`config.mk`:
```
export PLATFORM = sky130hd
export DESIGN_NAME = colmix_top
export DESIGN_NICKNAME = d
export VERILOG_FILES = /design/src/design/colmix_pkg.sv /design/src/design/pal_prom.sv /design/src/design/pixel_prio.sv /design/src/design/blank_delay.sv /design/src/design/colmix_top.sv
export VERILOG_INCLUDE_DIRS = /design/src /design/src/design
export SDC_FILE = /design/constraint.sdc
export NUM_CORES = 2
export LEC_CHECK = 0
export BUFFER_PORTS_ARGS = -buffer_cell sky130_fd_sc_hd__buf_2
export CAP_MARGIN = 40
export CORE_UTILIZATION = 30
export CTS_BUF_LIST = sky130_fd_sc_hd__clkbuf_4
export DETAILED_ROUTE_END_ITERATION = 10
export HOLD_SLACK_MARGIN = 0.08
export PLACE_DENSITY = 0.55
export SLEW_MARGIN = 25
export SYNTH_ARGS = -nofsm -noshare
export SYNTH_HDL_FRONTEND = slang
export SYNTH_HIERARCHICAL = 1
export SYNTH_SLANG_ARGS = --single-unit
```
`constraint.sdc`:
```
create_clock -name clk -period 7.9 [get_ports clk]
set_clock_uncertainty 0.1 [all_clocks]
set_input_delay 1.185 -clock clk [delete_from_list [all_inputs] [get_ports clk]]
set_output_delay 1.185 -clock clk [all_outputs]
set_load 0.005 [all_outputs]
```
`src/design/colmix_cfg.svh`:
```
`ifndef COLMIX_CFG_SVH
`define COLMIX_CFG_SVH

// Palette bank select width, 3 on the usual board and 4 on later ones
`define COLMIX_PALSELW 3

// Pixel strobes from the blanking inputs to the delayed blanking outputs
`define COLMIX_BLANK_DLY 3

// Bit positions inside gfx_en
`define COLMIX_GFX_SCR 0 // Scroll layer enable
`define COLMIX_GFX_OBJ 3 // Object layer enable

`endif

```
`src/design/colmix_pkg.sv`:
```
`include "colmix_cfg.svh"

package colmix_pkg;

    typedef logic [3:0] pxl_t;                       // Layer pixel code, 0 is transparent for objects
    typedef logic [`COLMIX_PALSELW-1:0] pal_sel_t;   // Palette bank
    typedef logic [7:0] pal_addr_t;                  // Palette PROM address
    typedef logic [3:0] color_t;                     // One colour channel
    typedef logic [3:0] gfx_en_t;                    // Per-layer enables

    // Red sits in the upper nibble, as on the board
    typedef struct packed {
        color_t red;
        color_t green;
        color_t blue;
    } rgb_t;

    // Both levels are active low, 0 means blanking
    typedef struct packed {
        logic lhbl;                                  // Horizontal blanking level
        logic lvbl;                                  // Vertical blanking level
    } video_sync_t;

    // Palette download bus shared by the three PROMs
    typedef struct packed {
        pal_addr_t  addr;                            // Entry to write
        color_t     data;                            // Nibble to store
        logic [2:0] we;                              // Write enables for red, green and blue
    } prom_wr_t;

endpackage

```
`src/design/pal_prom.sv`:
```
module pal_prom (
    input  logic                clk,
    input  logic                cen,      // Read register enable, the pixel strobe
    input  colmix_pkg::pal_addr_t wr_addr,
    input  colmix_pkg::color_t  wr_data,
    input  logic                we,       // Write strobe from the download port
    input  colmix_pkg::pal_addr_t rd_addr,
    output colmix_pkg::color_t  q
);

    import colmix_pkg::*;

    localparam int DEPTH = 2 ** $bits(pal_addr_t); // 256 palette entries

    color_t mem [DEPTH];                   // PROM contents survive reset

    // The download port writes on any clock, the strobe does not matter here
    always_ff @(posedge clk) begin
        if (we) begin
            mem[wr_addr] <= wr_data;       // Store the downloaded nibble
        end
    end

    // Registered read, it only moves on a pixel strobe
    always_ff @(posedge clk) begin
        if (cen) begin
            q <= mem[rd_addr];             // Colour for the address registered one strobe earlier
        end
    end

endmodule

```
`src/design/pixel_prio.sv`:
```
`include "colmix_cfg.svh"

module pixel_prio (
    input  logic                  clk,
    input  logic                  rst,
    input  logic                  pxl_cen,
    input  colmix_pkg::pal_sel_t  pal_sel,
    input  colmix_pkg::pxl_t      obj_pxl,
    input  colmix_pkg::pxl_t      scr_pxl,
    input  colmix_pkg::gfx_en_t   gfx_en,
    output colmix_pkg::pal_addr_t pal_addr
);

    import colmix_pkg::*;

    // Address bits left over for the pixel code after the bank select
    localparam int CODEW = $bits(pal_addr_t) - `COLMIX_PALSELW;

    logic                 obj_blank;       // Object layer shows nothing on this pixel
    pxl_t                 scr_gated;       // Scroll pixel after its enable
    logic [$bits(pxl_t):0] code;           // Object wins bit followed by the winning pixel

    always_comb begin
        // An object pixel of 0 is transparent
        obj_blank = (obj_pxl == '0) || !gfx_en[`COLMIX_GFX_OBJ];
        scr_gated = gfx_en[`COLMIX_GFX_SCR] ? scr_pxl : '0; // Disabled scroll falls back to code 0
        if (obj_blank) begin
            code = {1'b0, scr_gated};      // Scroll shows through
        end else begin
            code = {1'b1, obj_pxl};        // Object sits on top
        end
    end

    // With a 4-bit bank select the object wins bit no longer fits and is dropped
    always_ff @(posedge clk) begin
        if (rst) begin
            pal_addr <= '0;
        end else if (pxl_cen) begin
            pal_addr <= {pal_sel, code[CODEW-1:0]}; // Bank select on top of the code
        end
    end

endmodule

```
`src/design/blank_delay.sv`:
```
`include "colmix_cfg.svh"

module blank_delay (
    input  logic                    clk,
    input  logic                    rst,
    input  logic                    pxl_cen,
    input  colmix_pkg::video_sync_t sync,
    input  colmix_pkg::rgb_t        rgb_in,
    output colmix_pkg::video_sync_t sync_dly,
    output colmix_pkg::rgb_t        rgb
);

    import colmix_pkg::*;

    localparam int DLY = `COLMIX_BLANK_DLY;

    // The colour reaches this block two strobes behind its pixel, so the
    // mask is taken from the level that is about to enter the last stage
    localparam int MASK_STAGE = DLY - 2;

    video_sync_t dly [DLY];                // Blanking shift register, stage 0 is the newest
    logic        blank;                    // Pixel now leaving the PROMs lies in blanking

    assign blank    = !dly[MASK_STAGE].lhbl || !dly[MASK_STAGE].lvbl;
    assign sync_dly = dly[DLY-1];          // Oldest stage lines up with rgb

    // Resets to blanking so the screen stays dark until the pipe fills
    always_ff @(posedge clk) begin
        if (rst) begin
            dly <= '{default: '0};
        end else if (pxl_cen) begin
            dly[0] <= sync;
            for (int i = 1; i < DLY; i++) begin
                dly[i] <= dly[i-1];        // Advance one stage per strobe
            end
        end
    end

    // Output colour register, black while blanked
    always_ff @(posedge clk) begin
        if (rst) begin
            rgb <= '0;
        end else if (pxl_cen) begin
            if (blank) begin
                rgb <= '0;                 // Force black in the blanking interval
            end else begin
                rgb <= rgb_in;             // Pass the palette colour
            end
        end
    end

endmodule

```
`src/design/colmix_top.sv`:
```
module colmix_top (
    input  logic                    clk,
    input  logic                    rst,
    input  logic                    pxl_cen,    // Pixel strobe, the whole pipe steps on it
    input  colmix_pkg::pal_sel_t    pal_sel,    // Palette bank
    input  colmix_pkg::pxl_t        obj_pxl,    // Object layer pixel
    input  colmix_pkg::pxl_t        scr_pxl,    // Scroll layer pixel
    input  colmix_pkg::video_sync_t sync,       // Blanking levels from the sync generator
    input  colmix_pkg::prom_wr_t    prom_wr,    // Palette download bus
    input  colmix_pkg::gfx_en_t     gfx_en,     // Layer enables
    output colmix_pkg::rgb_t        rgb,
    output colmix_pkg::video_sync_t sync_dly
);

    import colmix_pkg::*;

    pal_addr_t pal_addr;                        // Registered palette address
    rgb_t      raw;                             // PROM outputs before blanking

    // Priority stage, strobe n
    pixel_prio u_prio (
        .clk      (clk),
        .rst      (rst),
        .pxl_cen  (pxl_cen),
        .pal_sel  (pal_sel),
        .obj_pxl  (obj_pxl),
        .scr_pxl  (scr_pxl),
        .gfx_en   (gfx_en),
        .pal_addr (pal_addr)
    );

    // Palette lookup, strobe n+1
    pal_prom u_red (
        .clk     (clk),
        .cen     (pxl_cen),
        .wr_addr (prom_wr.addr),
        .wr_data (prom_wr.data),
        .we      (prom_wr.we[0]),
        .rd_addr (pal_addr),
        .q       (raw.red)
    );

    pal_prom u_green (
        .clk     (clk),
        .cen     (pxl_cen),
        .wr_addr (prom_wr.addr),
        .wr_data (prom_wr.data),
        .we      (prom_wr.we[1]),
        .rd_addr (pal_addr),
        .q       (raw.green)
    );

    pal_prom u_blue (
        .clk     (clk),
        .cen     (pxl_cen),
        .wr_addr (prom_wr.addr),
        .wr_data (prom_wr.data),
        .we      (prom_wr.we[2]),
        .rd_addr (pal_addr),
        .q       (raw.blue)
    );

    // Blanking realignment and blackout, strobe n+2
    blank_delay u_blank (
        .clk      (clk),
        .rst      (rst),
        .pxl_cen  (pxl_cen),
        .sync     (sync),
        .rgb_in   (raw),
        .sync_dly (sync_dly),
        .rgb      (rgb)
    );

endmodule

```
-- Word-level counts from Yosys, hierarchy flattened
Memory sizes are Yosys's and may differ from the RTL's. A register that Yosys moved wholly into a read port is not among the register bits.
Index checks and enable logic that the tools add are counted.
- bits in registers: 26
- bits in latches: 0
- RAM bits: 3072
- bits in read-only memories: 0
- input port bits: 35
- output and inout port bits: 14
- memories: 3
- add/subtract/negate cells: 0
- $mul: 0
- div/mod/pow operators: 0
- order comparisons: 0
- eq/ne operators: 0
- shift operators: 0
- mux-type cells: 9
- bitwise operators: 0
- reduce and logical (&&, ||, !) cells: 6
- memories (name ; words ; bits a word ; read ports ; clocked after Yosys merged registers in ; wr ports ; line ; text):
    u_blue.mem ; 256 ; 4 ; 1 ; 1 ; 1 ; pal_prom.sv:15 ; color_t mem [DEPTH];
    u_green.mem ; 256 ; 4 ; 1 ; 1 ; 1 ; pal_prom.sv:15 ;
    u_red.mem ; 256 ; 4 ; 1 ; 1 ; 1 ; pal_prom.sv:15 ;
- operators with widths (kind ; number):
    $mux W12 ; 1
    $mux W1 ; 6
    $mux W5 ; 1
    $logic_not A4 Y1 ; 1
    $mux W4 ; 1
    $logic_not A1 Y1 ; 3
    $logic_or A1 B1 Y1 ; 2

-- Longest topological paths before layout
- word-level depth: 3
- depth in mapped cells: 11

-- Modules after synthesis
Netlist, hierarchy kept.
- by module, submodules not included (module ; times used ; cells each ; area each (um2)):
    pal_prom ; 3 ; 2051 ; 40715.3
    blank_delay ; 1 ; 75 ; 732.0
    pixel_prio ; 1 ; 38 ; 362.8

-- Worst setup path after synthesis
No wires, ideal clock.
- kind: in2reg
- start point: in prom_wr[10] in the netlist's numbering
- end point: mem u_blue/mem[235][0] in the netlist's numbering (enable)
- library setup time: 0.330 ns
- data arrival time: 2.465 ns
- data required time: 7.470 ns
- setup slack: 5.005 ns
- stages on the path: 6
- path buffers: 3
- path through: clkbuf_1 > nor2b_1 > clkbuf_1 > nand4_1 > clkbuf_1 > nor2_1
- RTL lines (item ; line ; text):
    start, declared ; colmix_top.sv:9 ; input colmix_pkg::prom_wr_t prom_wr,
    end, declared ; pal_prom.sv:15 ;
Straight into the memory's write port.

==> report_table.html <==
<table>
<tr><th>Metric</th><th>Value</th></tr>
<tr><th colspan="2">Global routing</th></tr>
<tr><td>Number of antenna violations at the first check in global routing</td><td>24</td></tr>
<tr><td>Overall track demand over capacity in global routing</td><td>approximately 15%</td></tr>
<tr><td>Total congestion overflow</td><td>0</td></tr>
<tr><td>Largest net degree at the start of global routing</td><td>roughly 230</td></tr>
<tr><td>Global-route wire length before repair</td><td>456000 µm</td></tr>
<tr><td>Number of global-route vias before repair</td><td>68032</td></tr>
<tr><th colspan="2">Synthesis</th></tr>
<tr><td>Number of distinct library cells after synthesis</td><td>46</td></tr>
<tr><td>Average instance area after synthesis</td><td>approximately 20 µm²</td></tr>
<tr><td>Cell types occupying the most area after synthesis</td><td>sky130_fd_sc_hd__edfxtp_1, sky130_fd_sc_hd__mux4_2, sky130_fd_sc_hd__nor2_1</td></tr>
<tr><td>Sequential element share of the synthesized area</td><td>about three quarters</td></tr>
<tr><td>Instance count of the mapped netlist</td><td>approximately 6300</td></tr>
<tr><td>Netlist Area Pre-Place</td><td>about 120000 µm²</td></tr>
<tr><td>Area share of the largest cell type after synthesis</td><td>approximately 75%</td></tr>
<tr><td>Cell type contributing the most total cell area after synthesis</td><td>sky130_fd_sc_hd__edfxtp_1</td></tr>
<tr><td>Synth warnings</td><td>6</td></tr>
<tr><td>Number of nets produced by synthesis</td><td>6301</td></tr>
<tr><td>List of most frequent post-synthesis cells</td><td>sky130_fd_sc_hd__edfxtp_1, sky130_fd_sc_hd__nor2_1, sky130_fd_sc_hd__mux4_2</td></tr>
<tr><td>Async S/R FF share, synth</td><td>0%</td></tr>
<tr><td>Library cell with the highest instance count after synthesis</td><td>sky130_fd_sc_hd__edfxtp_1</td></tr>
<tr><td>Number of synthesized register bits</td><td>between 3000 and 4000</td></tr>
<tr><td>Commonest register cell after synthesis</td><td>sky130_fd_sc_hd__edfxtp_1</td></tr>
<tr><td>EDFF count, synth</td><td>between 3000 and 4000</td></tr>
<tr><th colspan="2">Setup path</th></tr>
<tr><td>Dominant delay contributor by cell family on the critical path</td><td>buffers and inverters</td></tr>
<tr><td>Data arrival time of the critical path</td><td>between 5 and 6 ns</td></tr>
<tr><td>Category of the most critical setup path</td><td>reg2reg</td></tr>
<tr><td>End point of the critical path</td><td>u_green/q[3]</td></tr>
<tr><td>Source of the worst register-to-register timing path</td><td>u_prio/pal_addr[0]</td></tr>
<tr><td>Largest fanout of any net on the critical path</td><td>63</td></tr>
<tr><td>Number of logic stages on the critical path including buffering</td><td>9</td></tr>
<tr><td>CP Buf/Inv Count</td><td>3</td></tr>
<tr><td>End of the worst register-to-register path</td><td>u_green/q[3]</td></tr>
<tr><td>Critical Path End Type</td><td>flop</td></tr>
<tr><td>R2R setup slack</td><td>3.32 ns</td></tr>
<tr><td>Critical path's largest stage delay</td><td>around 0.73 ns</td></tr>
<tr><td>Cells traversed along the worst timing path</td><td>buf_12 &gt; buf_12 &gt; mux4_2 &gt; mux4_2 &gt; nand2_1 &gt; nand2_1 &gt; nor3_1 &gt; o211ai_1 &gt; buf_4</td></tr>
<tr><td>Worst-case reg-to-reg path depth</td><td>9</td></tr>
<tr><td>Crit path from</td><td>u_prio/pal_addr[0]</td></tr>
<tr><td>Library cell contributing the largest single delay on the critical path</td><td>sky130_fd_sc_hd__dfxtp_4</td></tr>
<tr><td>Category of the worst setup path launch point</td><td>flop</td></tr>
<tr><td>Req. time, crit path</td><td>~9.0 ns</td></tr>
<tr><th colspan="2">Routing</th></tr>
<tr><td>Total wire length</td><td>310000 µm</td></tr>
<tr><td>DRC violation count after routing</td><td>0</td></tr>
<tr><td>Mean number of vias per cell</td><td>4.95</td></tr>
<tr><td>ANT nets after route</td><td>0</td></tr>
<tr><td>Initial detailed-routing violation count</td><td>5461</td></tr>
<tr><td>Via count</td><td>around 64000</td></tr>
<tr><td>Number of search-and-repair iterations in the first detailed-routing pass</td><td>8</td></tr>
<tr><td>Wire length per cell</td><td>23.9 µm</td></tr>
<tr><th colspan="2">CTS</th></tr>
<tr><td>CTS tree</td><td>built</td></tr>
<tr><td>Maximum buffer depth of the clock tree</td><td>4</td></tr>
<tr><td>Clock network latency to the later pin of the worst-skew pair</td><td>between 1.5 and 2 ns</td></tr>
<tr><td>Number of buffers added by the clock tree synthesis step</td><td>764</td></tr>
<tr><td>H-tree Lvls</td><td>6</td></tr>
<tr><td>CTS Sinks</td><td>just over 3000</td></tr>
<tr><td>Clock-pin slew on the worst setup and hold paths</td><td>around 0.070 ns</td></tr>
<tr><td>Clk Tree Root Cell</td><td>sky130_fd_sc_hd__clkbuf_4</td></tr>
<tr><td>Number of hold buffers added after cts</td><td>35</td></tr>
<tr><td>Post-cts resize count</td><td>0</td></tr>
<tr><td>Post-CTS setup buffer count</td><td>0</td></tr>
<tr><th colspan="2">Floorplanning</th></tr>
<tr><td>Cell row count</td><td>~240</td></tr>
<tr><td>Floorplan die area</td><td>413000 µm²</td></tr>
<tr><td>Count of boundary I/O pins</td><td>between 40 and 50</td></tr>
<tr><td>Horiz. Die Dim</td><td>approximately 640 µm</td></tr>
<tr><td>Die Span Y</td><td>between 600 and 700 µm</td></tr>
<tr><td>Effective utilization at floorplan</td><td>between 30% and 40%</td></tr>
<tr><td>Area of the core</td><td>between 400000 and 500000 µm²</td></tr>
<tr><th colspan="2">Timing</th></tr>
<tr><td>Final setup slack of the worst path</td><td>3.32 ns</td></tr>
<tr><td>Final TNS setup</td><td>0 ns</td></tr>
<tr><td>Worst hold slack across all endpoints</td><td>0.321 ns</td></tr>
<tr><td>Max-Slew Margin vs Limit</td><td>29.0%</td></tr>
<tr><td>Transition time of the tightest slew-check pin</td><td>1.07 ns</td></tr>
<tr><td>Final critical delay including setup and external delays</td><td>about 4.6 ns</td></tr>
<tr><td>Slew Viols, Final</td><td>0</td></tr>
<tr><td>Setup repair after global routing missed its margin</td><td>no</td></tr>
<tr><td>Fmax achieved</td><td>roughly 0.22 GHz</td></tr>
<tr><td>Final number of hold-violating endpoints</td><td>0</td></tr>
<tr><td>Count of endpoints failing setup in the final report</td><td>0</td></tr>
<tr><td>Fin crit share</td><td>58.0%</td></tr>
<tr><th colspan="2">Pwr</th></tr>
<tr><td>Leakage power figure</td><td>approximately 42 nW</td></tr>
<tr><td>Power density over the cells</td><td>approximately 240 nW/µm²</td></tr>
<tr><td>Power after layout</td><td>approximately 33 mW</td></tr>
<tr><td>Largest vdd supply drop</td><td>between 100 and 150 µV</td></tr>
<tr><th colspan="2">Finish</th></tr>
<tr><td>Fraction of layout instances using a drive strength above 1</td><td>between 20 and 30%</td></tr>
<tr><td>P&amp;R area growth vs syn</td><td>14.0%</td></tr>
<tr><td># fillers</td><td>approximately 39000</td></tr>
<tr><td>Count of nets after finishing</td><td>between 6000 and 7000</td></tr>
<tr><td>Final standard cell area without fillers</td><td>about 140000 µm²</td></tr>
<tr><td>Number of standard cells in the final layout excluding fillers</td><td>~13000</td></tr>
<tr><td>Fin util</td><td>about a third</td></tr>
<tr><th colspan="2">Worst hold path</th></tr>
<tr><td>Number of cells traversed by the worst hold path</td><td>3</td></tr>
<tr><td>Kind of path behind the tightest hold check</td><td>in2reg</td></tr>
<tr><th colspan="2">Placement</th></tr>
<tr><td>Final weighted congestion in routability-driven placement</td><td>0.806</td></tr>
<tr><td>Number of placed cells counting well taps</td><td>about 12000</td></tr>
<tr><td>Post-place setup slack</td><td>~3.3 ns</td></tr>
<tr><td>Total half-perimeter wirelength after legalization and detailed placement</td><td>187000 µm</td></tr>
<tr><td>Area after DPL</td><td>between 100000 and 150000 µm²</td></tr>
<tr><td>IO buf count</td><td>46</td></tr>
<tr><th colspan="2">Run</th></tr>
<tr><td>Reported max-cap violation count</td><td>0</td></tr>
<tr><th colspan="2">Run status</th></tr>
<tr><td>Outcome</td><td>completed</td></tr>
</table>
[state kept, by name, summed over array words and instances, names as in the netlist]
name,flops
u_blank/dly,4
u_red/q,4
u_blank/sync_dly,2
u_green/q,4
u_prio/pal_addr,8
u_blue/mem,1024
u_blank/rgb,12
u_red/mem,1024
u_blue/q,4
u_green/mem,1024
[worst min path at each step]
stage / from / endpoint / slack (ns)
global route: prom_wr[2] / u_blue/mem[213][3] / 0.23
global placement: u_blank/rgb[8] / u_blank/rgb[8] / 0.37
floorplan: u_blank/dly[4] / u_blank/dly[4] / 0.36
detailed placement: u_blank/rgb[0] / u_blank/rgb[0] / 0.37
CTS: prom_wr[1] / u_green/mem[224][1] / 0.13
finish: prom_wr[1] / u_green/mem[224][1] / 0.32
[logic make-up (layout without fill, tap and decap cells)]
family	after synthesis	count (layout)	synth area share, %
AO/OA/AOI/OAI	396	396	2.24
buffers and inverters	401	1621	1.76
flip-flops	3110	3110	75.6
multiplexers	972	972	15.5
other	0	9	0
AND/OR/NAND/NOR	1387	1387	4.90
[routing by layer]
| layer | wire, µm | vias to the layer above | GRT usage, % |
|---|---|---|---|
| li1 | - | 27361 | - |
| met3 | 19600 | 486 | 2.72 |
| met4 | 9480 | 6 | 5.47 |
| met5 | 37 | - | 0 |
| met1 | 126000 | 33807 | 18.7 |
| met2 | 155000 | 2385 | 24.9 |
[worst register-to-register path, cell delays in order, from the launching register on]
cell and delay [ns]:
sky130_fd_sc_hd__dfxtp_4 0.73, sky130_fd_sc_hd__buf_12 0.50, sky130_fd_sc_hd__buf_12 0.58, sky130_fd_sc_hd__mux4_2 0.64, sky130_fd_sc_hd__mux4_2 0.49, sky130_fd_sc_hd__nand2_1 0.14, sky130_fd_sc_hd__nand2_1 0.12, sky130_fd_sc_hd__nor3_1 0.51
sky130_fd_sc_hd__o211ai_1 0.17, sky130_fd_sc_hd__buf_4 0.24
[layout by cell type (no fill, tap or decap), types with 24 or more instances in the layout]
| cell type | n |
|---|---|
| sky130_fd_sc_hd__buf_4 | 85 |
| sky130_fd_sc_hd__nand2_1 | 163 |
| sky130_fd_sc_hd__mux4_2 | 750 |
| sky130_fd_sc_hd__nand2b_1 | 49 |
| sky130_fd_sc_hd__a21oi_1 | 52 |
| sky130_fd_sc_hd__o221ai_1 | 24 |
| sky130_fd_sc_hd__nor2b_1 | 79 |
| sky130_fd_sc_hd__a22oi_1 | 99 |
| sky130_fd_sc_hd__edfxtp_1 | 3084 |
| sky130_fd_sc_hd__buf_16 | 24 |
| sky130_fd_sc_hd__buf_12 | 33 |
| sky130_fd_sc_hd__mux2i_1 | 204 |
| sky130_fd_sc_hd__clkinv_1 | 217 |
| sky130_fd_sc_hd__clkinv_2 | 50 |
| sky130_fd_sc_hd__nand3_2 | 27 |
| sky130_fd_sc_hd__o211ai_1 | 39 |
| sky130_fd_sc_hd__o22ai_1 | 30 |
| sky130_fd_sc_hd__a221oi_1 | 24 |
| sky130_fd_sc_hd__nand4_1 | 57 |
| sky130_fd_sc_hd__nand3_1 | 94 |
| sky130_fd_sc_hd__clkbuf_4 | 1044 |
| sky130_fd_sc_hd__nor2_1 | 838 |
| sky130_fd_sc_hd__dlygate4sd3_1 | 35 |
| sky130_fd_sc_hd__buf_2 | 42 |
| sky130_fd_sc_hd__o21ai_0 | 48 |
[power breakdown]
part | internal [mW] | leakage, nW | switching, mW
registers | 18.2 | 27.9 | 0.0581
logic | 0.746 | 8.57 | 1.23
clock network | 6.49 | 5.66 | 6.51
[layout make-up]
type	count	area [µm²]	area share (%)
Multi-Input combinational cell	2755	28100	20.0
Timing Repair Buffer	246	2820	2.00
Tap cell	5451	6820	4.85
Inverter	6	22.5	0.0160
Clock inverter	326	1750	1.25
Sequential cell	3110	93200	66.3
Clock buffer	1043	7830	5.57
Antenna cell	9	22.5	0.0160
(Power assumes the default switching activity.)
